`config.mk`:
```
export PLATFORM = sky130hd
export DESIGN_NAME = conv_1x1_top
export DESIGN_NICKNAME = d
export VERILOG_FILES = /design/src/design/conv_cfg_pkg.sv /design/src/design/conv_types_pkg.sv /design/src/design/conv_stream_if.sv /design/src/design/conv_1x1_top.sv /design/src/design/conv_1x1_pe.sv /design/src/design/conv_1x1_controller.sv /design/src/design/conv_1x1_buffer_weights.sv /design/src/design/cnn_fifo_delay.sv
export SDC_FILE = /design/constraint.sdc
export NUM_CORES = 2
export LEC_CHECK = 0
export ABC_AREA = 1
export BUFFER_PORTS_ARGS = -buffer_cell sky130_fd_sc_hd__buf_2
export CORE_UTILIZATION = 30
export DETAILED_ROUTE_END_ITERATION = 12
export GPL_ROUTABILITY_DRIVEN = 0
export GPL_TIMING_DRIVEN = 0
export PLACE_DENSITY = 0.54
export SYNTH_ARGS = -nofsm -noshare
export SYNTH_HDL_FRONTEND = slang
export SYNTH_SLANG_ARGS = --single-unit
```
`constraint.sdc`:
```
create_clock -name clk -period 7.12 [get_ports clk]
set_input_delay 1.78 -clock clk [delete_from_list [all_inputs] [get_ports clk]]
set_output_delay 1.78 -clock clk [all_outputs]
set_load 0.01 [all_outputs]
```
`src/design/conv_cfg_pkg.sv`:
```
`default_nettype none

// Dimension defaults and data widths for the 1x1 convolution stage
package conv_cfg_pkg;

	////////////////////////////////////////////////////////////
	// Layer dimensions
	////////////////////////////////////////////////////////////

	// Input channels per pixel vector
	localparam int IN_CH_DEF = 2;

	// Output channels, one dot product each
	localparam int OUT_CH_DEF = 2;

	////////////////////////////////////////////////////////////
	// Data widths
	////////////////////////////////////////////////////////////

	// One weight or one pixel channel
	localparam int DATA_WIDTH = 16;

	// Dot-product result, wide enough for 16x16 products plus growth
	localparam int ACC_WIDTH = 40;

endpackage

`default_nettype wire
```
`src/design/conv_types_pkg.sv`:
```
`default_nettype none

// Shared vector types and the controller state encoding
package conv_types_pkg;

	////////////////////////////////////////////////////////////
	// Data types
	////////////////////////////////////////////////////////////

	// Signed weight or pixel channel
	typedef logic signed [conv_cfg_pkg::DATA_WIDTH-1:0] data_t;

	// Signed accumulated result
	// Also holds a single sign-extended product
	typedef logic signed [conv_cfg_pkg::ACC_WIDTH-1:0] acc_t;

	////////////////////////////////////////////////////////////
	// Controller FSM
	////////////////////////////////////////////////////////////

	// IDLE   no weights loaded yet
	// FETCH  popping a weight set out of the FIFO
	// RUN    weights valid, pixels pass through
	typedef enum logic [1:0] {
		IDLE  = 2'd0,
		FETCH = 2'd1,
		RUN   = 2'd2
	} ctrl_state_t;

endpackage

`default_nettype wire

```
`src/design/conv_stream_if.sv`:
```
`timescale 1ns/100ps
`default_nettype none

// Weight load and pixel stream from the controller into the PE
interface conv_stream_if #(
	parameter int IN_CH  = 2,
	parameter int OUT_CH = 2
);

	// Weight count and index width
	localparam int WEIGHT_NUM = IN_CH * OUT_CH;
	localparam int IDX_W      = (WEIGHT_NUM > 1) ? $clog2(WEIGHT_NUM) : 1;

	// Weight write port of the PE register file
	logic                  w_load;
	logic [IDX_W-1:0]      w_index;
	conv_types_pkg::data_t w_data;

	// Pixel vector, one beat per cycle at most
	logic                  px_valid;
	conv_types_pkg::data_t px_data [IN_CH];

	// Controller side
	modport src (
		output w_load,
		output w_index,
		output w_data,
		output px_valid,
		output px_data
	);

	// Processing element side
	modport dst (
		input w_load,
		input w_index,
		input w_data,
		input px_valid,
		input px_data
	);

endinterface

`default_nettype wire

```
`src/design/conv_1x1_top.sv`:
```
`timescale 1ns/100ps
`default_nettype none

// 1x1 convolution stage
// Weight buffer, fetch controller and processing element
module conv_1x1_top #(
	parameter int IN_CH  = conv_cfg_pkg::IN_CH_DEF,
	parameter int OUT_CH = conv_cfg_pkg::OUT_CH_DEF
) (
	input  logic                  clk,
	input  logic                  reset,
	input  logic                  weight_valid,
	input  conv_types_pkg::data_t weight_data,
	input  logic                  pixel_valid,
	input  conv_types_pkg::data_t pixel_data [IN_CH],
	output logic                  weights_ready,
	output logic                  result_valid,
	output conv_types_pkg::acc_t  result_data [OUT_CH]
);

	// Buffer to controller
	logic                  fifo_full;
	logic                  load_weights;
	conv_types_pkg::data_t buf_weight;

	// Controller to PE
	conv_stream_if #(
		.IN_CH  (IN_CH),
		.OUT_CH (OUT_CH)
	) stream_bus ();

	conv_1x1_buffer_weights #(
		.IN_CH  (IN_CH),
		.OUT_CH (OUT_CH)
	) i_buffer_weights (
		.clk               (clk),
		.reset             (reset),
		.valid_in          (weight_valid),
		.in                (weight_data),
		.load_weights      (load_weights),
		.out_buffer_weight (buf_weight),
		.fifo_full         (fifo_full),
		.valid_out         ()
	);

	conv_1x1_controller #(
		.IN_CH  (IN_CH),
		.OUT_CH (OUT_CH)
	) i_controller (
		.clk           (clk),
		.reset         (reset),
		.fifo_full     (fifo_full),
		.load_weights  (load_weights),
		.w_data_in     (buf_weight),
		.pixel_valid   (pixel_valid),
		.pixel_data    (pixel_data),
		.weights_ready (weights_ready),
		.stream        (stream_bus.src)
	);

	conv_1x1_pe #(
		.IN_CH  (IN_CH),
		.OUT_CH (OUT_CH)
	) i_pe (
		.clk          (clk),
		.reset        (reset),
		.stream       (stream_bus.dst),
		.result_valid (result_valid),
		.result_data  (result_data)
	);

endmodule

`default_nettype wire

```
`src/design/conv_1x1_pe.sv`:
```
`timescale 1ns/100ps
`default_nettype none

// Processing element
// Weight register file plus a two-stage multiply and add pipeline
module conv_1x1_pe #(
	parameter int IN_CH  = 2,
	parameter int OUT_CH = 2
) (
	input  logic                 clk,
	input  logic                 reset,
	conv_stream_if.dst           stream,
	output logic                 result_valid,
	output conv_types_pkg::acc_t result_data [OUT_CH]
);

	localparam int WEIGHT_NUM = IN_CH * OUT_CH;

	// Weights, index k = o*IN_CH + i
	conv_types_pkg::data_t w_reg [WEIGHT_NUM];

	// Stage one, products held sign-extended to acc width
	conv_types_pkg::acc_t prod_q [WEIGHT_NUM];
	logic                 prod_valid_q;

	// Stage two input, per output channel
	conv_types_pkg::acc_t sum_next [OUT_CH];

	////////////////////////////////////////////////////////////
	// Weight register file
	////////////////////////////////////////////////////////////

	always_ff @(posedge clk) begin
		if (stream.w_load) begin
			w_reg[stream.w_index] <= stream.w_data;
		end
	end

	// Stage one: every weight times its input channel
	always_ff @(posedge clk) begin
		if (stream.px_valid) begin
			for (int o = 0; o < OUT_CH; o++) begin
				for (int i = 0; i < IN_CH; i++) begin
					// Full signed product, no truncation
					prod_q[o*IN_CH+i] <= w_reg[o*IN_CH+i] * stream.px_data[i];
				end
			end
		end
	end

	// Adder tree per output channel
	always_comb begin
		for (int o = 0; o < OUT_CH; o++) begin
			sum_next[o] = '0;
			for (int i = 0; i < IN_CH; i++) begin
				sum_next[o] = sum_next[o] + prod_q[o*IN_CH+i];
			end
		end
	end

	// Stage two: register the sums
	always_ff @(posedge clk) begin
		if (prod_valid_q) begin
			result_data <= sum_next;
		end
	end

	// Valid travels alongside the data
	always_ff @(posedge clk) begin
		if (reset) begin
			prod_valid_q <= 1'b0;
			result_valid <= 1'b0;
		end else begin
			prod_valid_q <= stream.px_valid;
			result_valid <= prod_valid_q;
		end
	end

endmodule

`default_nettype wire

```
`src/design/conv_1x1_controller.sv`:
```
`timescale 1ns/100ps
`default_nettype none

// Weight fetch and pixel gating
// Pops a full weight set into the PE, then lets pixels through
module conv_1x1_controller #(
	parameter int IN_CH  = 2,
	parameter int OUT_CH = 2
) (
	input  logic                  clk,
	input  logic                  reset,
	input  logic                  fifo_full,
	output logic                  load_weights,
	input  conv_types_pkg::data_t w_data_in,
	input  logic                  pixel_valid,
	input  conv_types_pkg::data_t pixel_data [IN_CH],
	output logic                  weights_ready,
	conv_stream_if.src            stream
);

	localparam int WEIGHT_NUM = IN_CH * OUT_CH;
	localparam int IDX_W      = (WEIGHT_NUM > 1) ? $clog2(WEIGHT_NUM) : 1;
	// Counter must reach WEIGHT_NUM itself
	localparam int CNT_W      = $clog2(WEIGHT_NUM + 1);
	localparam logic [CNT_W-1:0] LAST_POP = CNT_W'(WEIGHT_NUM);

	conv_types_pkg::ctrl_state_t state;
	conv_types_pkg::ctrl_state_t state_next;

	// Pops issued so far in this FETCH
	logic [CNT_W-1:0] pop_cnt;

	////////////////////////////////////////////////////////////
	// FSM
	////////////////////////////////////////////////////////////

	always_comb begin
		state_next = state;
		case (state)
			conv_types_pkg::IDLE: begin
				if (fifo_full) begin
					state_next = conv_types_pkg::FETCH;
				end
			end
			// Extra cycle after the last pop drains w_load
			conv_types_pkg::FETCH: begin
				if (pop_cnt == LAST_POP) begin
					state_next = conv_types_pkg::RUN;
				end
			end
			// New set streamed in during RUN triggers a reload
			conv_types_pkg::RUN: begin
				if (fifo_full) begin
					state_next = conv_types_pkg::FETCH;
				end
			end
			default: begin
				state_next = conv_types_pkg::IDLE;
			end
		endcase
	end

	always_ff @(posedge clk) begin
		if (reset) begin
			state   <= conv_types_pkg::IDLE;
			pop_cnt <= '0;
		end else begin
			state <= state_next;
			// Count only while staying in FETCH
			if (state == conv_types_pkg::FETCH && state_next == conv_types_pkg::FETCH) begin
				pop_cnt <= pop_cnt + 1'b1;
			end else begin
				pop_cnt <= '0;
			end
		end
	end

	// One pop per cycle, WEIGHT_NUM pops in a row
	assign load_weights  = (state == conv_types_pkg::FETCH) && (pop_cnt < LAST_POP);
	assign weights_ready = (state == conv_types_pkg::RUN);

	////////////////////////////////////////////////////////////
	// Weight write beats
	////////////////////////////////////////////////////////////

	// FIFO read data lags the pop by a cycle, so w_load does too
	always_ff @(posedge clk) begin
		if (reset) begin
			stream.w_load <= 1'b0;
		end else begin
			stream.w_load <= load_weights;
		end
	end

	// Index of the weight popped on the previous cycle
	always_ff @(posedge clk) begin
		if (load_weights) begin
			stream.w_index <= pop_cnt[IDX_W-1:0];
		end
	end

	assign stream.w_data = w_data_in;

	// Pixel forward, dropped outside RUN
	always_ff @(posedge clk) begin
		if (reset) begin
			stream.px_valid <= 1'b0;
		end else begin
			stream.px_valid <= pixel_valid && (state == conv_types_pkg::RUN);
		end
	end

	always_ff @(posedge clk) begin
		stream.px_data <= pixel_data;
	end

endmodule

`default_nettype wire

```
`src/design/conv_1x1_buffer_weights.sv`:
```
`timescale 1ns/100ps
`default_nettype none

// Weight input stage: one register slice in front of the weight FIFO
module conv_1x1_buffer_weights #(
	parameter int IN_CH  = 2,
	parameter int OUT_CH = 2
) (
	input  logic                  clk,
	input  logic                  reset,
	input  logic                  valid_in,
	input  conv_types_pkg::data_t in,
	input  logic                  load_weights,
	output conv_types_pkg::data_t out_buffer_weight,
	output logic                  fifo_full,
	output logic                  valid_out
);

	// FIFO holds exactly one weight set
	localparam int WEIGHT_NUM = IN_CH * OUT_CH;

	// Input register slice
	conv_types_pkg::data_t in_q;
	logic                  in_valid_q;

	always_ff @(posedge clk) begin
		if (reset) begin
			in_valid_q <= 1'b0;
		end else begin
			in_valid_q <= valid_in;
		end
	end

	always_ff @(posedge clk) begin
		in_q <= in;
	end

	// Weight FIFO, popped by the controller
	cnn_fifo_delay #(
		.DATA_DEPTH (WEIGHT_NUM)
	) i_fifo (
		.clk      (clk),
		.reset    (reset),
		.write    (in_valid_q),
		.read     (load_weights),
		.data_in  (in_q),
		.data_out (out_buffer_weight),
		.full     (fifo_full),
		.empty    ()
	);

	// Sticky, set once any weight set has been fetched
	always_ff @(posedge clk) begin
		if (reset) begin
			valid_out <= 1'b0;
		end else if (load_weights) begin
			valid_out <= 1'b1;
		end
	end

endmodule

`default_nettype wire

```
`src/design/cnn_fifo_delay.sv`:
```
`timescale 1ns/100ps
`default_nettype none

// Synchronous FIFO, registered read data
// Pointers carry one extra wrap bit to tell full from empty
module cnn_fifo_delay #(
	parameter int DATA_DEPTH = 4
) (
	input  logic                  clk,
	input  logic                  reset,
	input  logic                  write,
	input  logic                  read,
	input  conv_types_pkg::data_t data_in,
	output conv_types_pkg::data_t data_out,
	output logic                  full,
	output logic                  empty
);

	localparam int ADDR_W = (DATA_DEPTH > 1) ? $clog2(DATA_DEPTH) : 1;
	localparam logic [ADDR_W-1:0] LAST_ADDR = ADDR_W'(DATA_DEPTH - 1);

	// Storage
	conv_types_pkg::data_t mem [DATA_DEPTH];

	// Pointers, MSB is the wrap bit
	logic [ADDR_W:0] wr_ptr;
	logic [ADDR_W:0] rd_ptr;

	logic do_write;
	logic do_read;

	// Advance a pointer, wrapping at the last slot
	// Works for depths that are not a power of two
	function automatic logic [ADDR_W:0] ptr_next(input logic [ADDR_W:0] ptr);
		if (ptr[ADDR_W-1:0] == LAST_ADDR) begin
			return {~ptr[ADDR_W], {ADDR_W{1'b0}}};
		end
		return ptr + 1'b1;
	endfunction

	////////////////////////////////////////////////////////////
	// Flags
	////////////////////////////////////////////////////////////

	// Same slot, different lap -> full
	assign full  = (wr_ptr[ADDR_W] != rd_ptr[ADDR_W]) &&
		(wr_ptr[ADDR_W-1:0] == rd_ptr[ADDR_W-1:0]);
	assign empty = (wr_ptr == rd_ptr);

	// Overflow and underflow requests are dropped
	assign do_write = write && !full;
	assign do_read  = read && !empty;

	////////////////////////////////////////////////////////////
	// Pointers
	////////////////////////////////////////////////////////////

	always_ff @(posedge clk) begin
		if (reset) begin
			wr_ptr <= '0;
			rd_ptr <= '0;
		end else begin
			if (do_write) begin
				wr_ptr <= ptr_next(wr_ptr);
			end
			if (do_read) begin
				rd_ptr <= ptr_next(rd_ptr);
			end
		end
	end

	// Array write and registered read
	always_ff @(posedge clk) begin
		if (do_write) begin
			mem[wr_ptr[ADDR_W-1:0]] <= data_in;
		end
		// Data shows up the cycle after the pop
		if (do_read) begin
			data_out <= mem[rd_ptr[ADDR_W-1:0]];
		end
	end

endmodule

`default_nettype wire

```
==> metrics.md <==
| Metric | Value |
|---|---|
| Status | finished clean |
| Area contributors post-synth | fa_1, edfxtp_1, inv_1 |
| Arrival @ worst endpoint | between 7000 and 8000 ps |
| Top-area cell type share of the netlist area | about a third |
| CTS tree | done |
| Core Area | 0.198 mm² |
| Top cell type by total area after synthesis | fa_1 |
| Fin. max-slew vios | 0 |
| Clk root buf | clkbuf_16 |
| Highest clock rate | 148 MHz |
| WP buf/inv | 6 |
| # IOs | 134 |
| Cell Rows | 163 |
| Leakage | 35.9 nW |
| Max rail drop VDD | 0.355 mV |
| Flop-to-flop setup slack | ~350 ps |
| Crit path cell chain | clkbuf_1, nand2_1, inv_1, fa_1, fa_1, fa_1, fa_1, fa_1, inv_1, fa_1, inv_1, ha_1, nand2_2, nor2_1, inv_1, nor3_1, nand2_1, nand3_1, inv_1, nand2_1, nand2_1 |
| Max H-tree Level | 2 |
| Fillers | 20,800 |
| Vias in the first global route | 47,500 |
| Die W | 450 µm |
| Critical path peak fanout | 14 |
| Slowest cell on the critical path | dfxtp_1 |
| Initial antenna violation count | 0 |
| Largest register FFs | 128 |
| Number of synthesized flops with an enable pin | 354 |
| Area of the multi-input gates | 0.0398 mm² |
| Synth Register Bits | 418 |
| Average size of a mapped cell | roughly 8.3 µm² |
| Starting density of the core | 30.3% |
| Clk_lat worst skew | a little over 700 ps |
| CTS Buf Count | between 50 and 60 |
| Post-Syn Nets | 8,721 |
| Global Route Usage Sum | 17.3% |
| DRT Pass-1 Iters | 6 |
| Cell family with the largest share of critical-path delay | adder cells |
| Post-CTS Setup Inserts | 0 |
| Total power | roughly 27 mW |
| Fin crit period | about 6800 ps |
| WS Path Type | register to register |
| Endpoints failing setup | 0 |
| # nets final | approximately 8,900 |
| Register area | 0.0119 mm² |
| Worst Slack Setup Final | 354 ps |
| Die area | 0.202 mm² |
| Final period util | 95.0% |
| Residual DRC | 0 |
| Final setup TNS | 0 ps |
| Critical Path Max Stage Delay | 1060 ps |
| Register area share after synthesis | 19.8% |
| Largest registers | i_pe.prod_q (128), i_pe.result_data (80) |
| Post-Route WL | 172,000 µm |
| Largest net degree at the start of global routing | 69 |
| Layout cells sized above 1 | approximately 5% |
| Pre-CTS setup slack | 16.3 ps |
| MaxCap Viol Count | 0 |
| Top FF cell, synth | edfxtp_1 |
| Port bufs | between 100 and 150 |
| Dpl cell area | between 0.06 and 0.07 mm² |
| Yosys warns | 0 |
| Area growth, synth to finish | 9.99% |
| Vias/cell | 4.46 |
| Skew final | roughly 83 ps |
| RSZ-0062 raised after global routing | true |
| Mapped Cells | between 7,000 and 8,000 |
| First-pass GRT wire length | 273,000 µm |
| Die Ht | 450 µm |
| End-of-flow core utilization | 33.3% |
| Post-route cell area | 0.0661 mm² |
| Relative slew slack | 22.1% |
| 1st-iter DRT viols | ~3,000 |
| Endpoint type of the worst setup path | register |
| Gr ovfl total | 0 |
| # clock sinks | 418 |
| WP data required | 7500 ps |
| Clk buf depth | 3 |
| Via count | ~45,000 |
| Ys async rst share | 0% |
| WL per Instance | 17.0 µm |
| Largest reg by FF count | i_pe.prod_q |
| Post-DP HPWL | 145,000 µm |
| Post-Syn Area | 0.0601 mm² |
| Worst Setup Start Kind | register |
| Hold Crit Class | register to register |
| Cell Pwr Density | 410 mW/mm² |
| Post-route ant nets | 0 |
| Final Hold Fails | 0 |
| Clock-pin slew on the worst setup and hold paths | 80 ps |
| Crit path top cell by count | fa_1 |
| CTS Hold Bufs | 0 |
| Actual slew at the worst max-slew pin | 1170 ps |
| Cell variety after synth | 45 |
## synth_stat cells, types with 40 or more instances
master    number
xor2_1        96
nand3_1      180
nand2_2       40
clkbuf_1     215
edfxtp_1     354
ha_1         399
a21oi_1      170
fa_1        1050
nor2_1       302
nand2_1     1942
o21ai_0      112
nand4_1       59
dfxtp_1       64
inv_1       2017
## final timing paths
check / endpoint / cells after the start / start
setup / recovery: i_pe.prod_q[1][38] / 21 / i_controller.stream.px_data[5]
hold / removal: i_controller.stream.w_index[1] / 0 / i_controller.pop_cnt[1]
setup reg to reg: i_pe.prod_q[1][38] / 21 / i_controller.stream.px_data[5]
hold reg to reg: i_controller.stream.w_index[1] / 0 / i_controller.pop_cnt[1]
## routing by layer
| layer | track usage (%) | share of wire [%] | up-vias |
|---|---|---|---|
| li1 | - | - | 21500 |
| met1 | 23.5 | 45 | 21900 |
| met2 | 28.6 | 46 | 1355 |
| met3 | 2.27 | 5.8 | 290 |
| met4 | 5.31 | 3.3 | 0 |
| met5 | 0 | 0 | - |
## cells by family after synthesis
group,share of synthesized area [%]
compound gates,3.28
xor+xnor,1.63
fa+ha+maj,43.3
buf+inv,14.0
flops,19.8
simple gates,17.9
## area by class of cell
| type | count | area share, % |
|---|---|---|
| antenna | 3 | 0.0114 |
| buffer | 216 | 1.23 |
| clock buffer | 64 | 2.28 |
| clock inverter | 38 | 0.534 |
| inverter | 2026 | 11.5 |
| multi-input combinational | 4559 | 60.2 |
| sequential | 418 | 18.0 |
| tap | 2640 | 5.00 |
| timing repair buffer | 141 | 1.21 |
## what timing repair did
action / in CTS / in global routing
hold endpoints to repair: 0 / 0
gates resized for setup: 0 / 6
endpoints found under the setup margin: 1 / 2
## metrics by stage
step | hold slack (ps) | cells
detailed placement | 454 | 10000
finish | 465 | 10100
floorplan | 427 | 7220
global route | 476 | 10100
CTS | 469 | 10100
global placement | 446 | 9992
## layout by cell type, fill, tap and decap left out, types with 20 or more instances in the layout
| master | Yosys | final |
|---|---|---|
| a21oi_1 | 170 | 170 |
| buf_2 | 2 | 134 |
| clkbuf_1 | 215 | 214 |
| clkbuf_16 | 0 | 58 |
| dfxtp_1 | 64 | 62 |
| edfxtp_1 | 354 | 354 |
| fa_1 | 1050 | 1050 |
| ha_1 | 399 | 399 |
| inv_1 | 2017 | 2017 |
| nand2_1 | 1942 | 1942 |
| nand2_2 | 40 | 40 |
| nand3_1 | 180 | 180 |
| nand4_1 | 59 | 59 |
| nor2_1 | 302 | 299 |
| nor2_2 | 24 | 27 |
| nor3_1 | 24 | 20 |
| o21ai_0 | 112 | 112 |
| o21bai_1 | 25 | 25 |
| xor2_1 | 96 | 96 |
## power breakdown
| part | leakage, nW | switching [mW] | internal [mW] |
|---|---|---|---|
| Sequential | 3.73 | 0.0333 | 3.47 |
| Clock | 0.915 | 1.30 | 1.57 |
| Combinational | 31.3 | 13.5 | 7.20 |
Power figures use the tool's default switching activity.
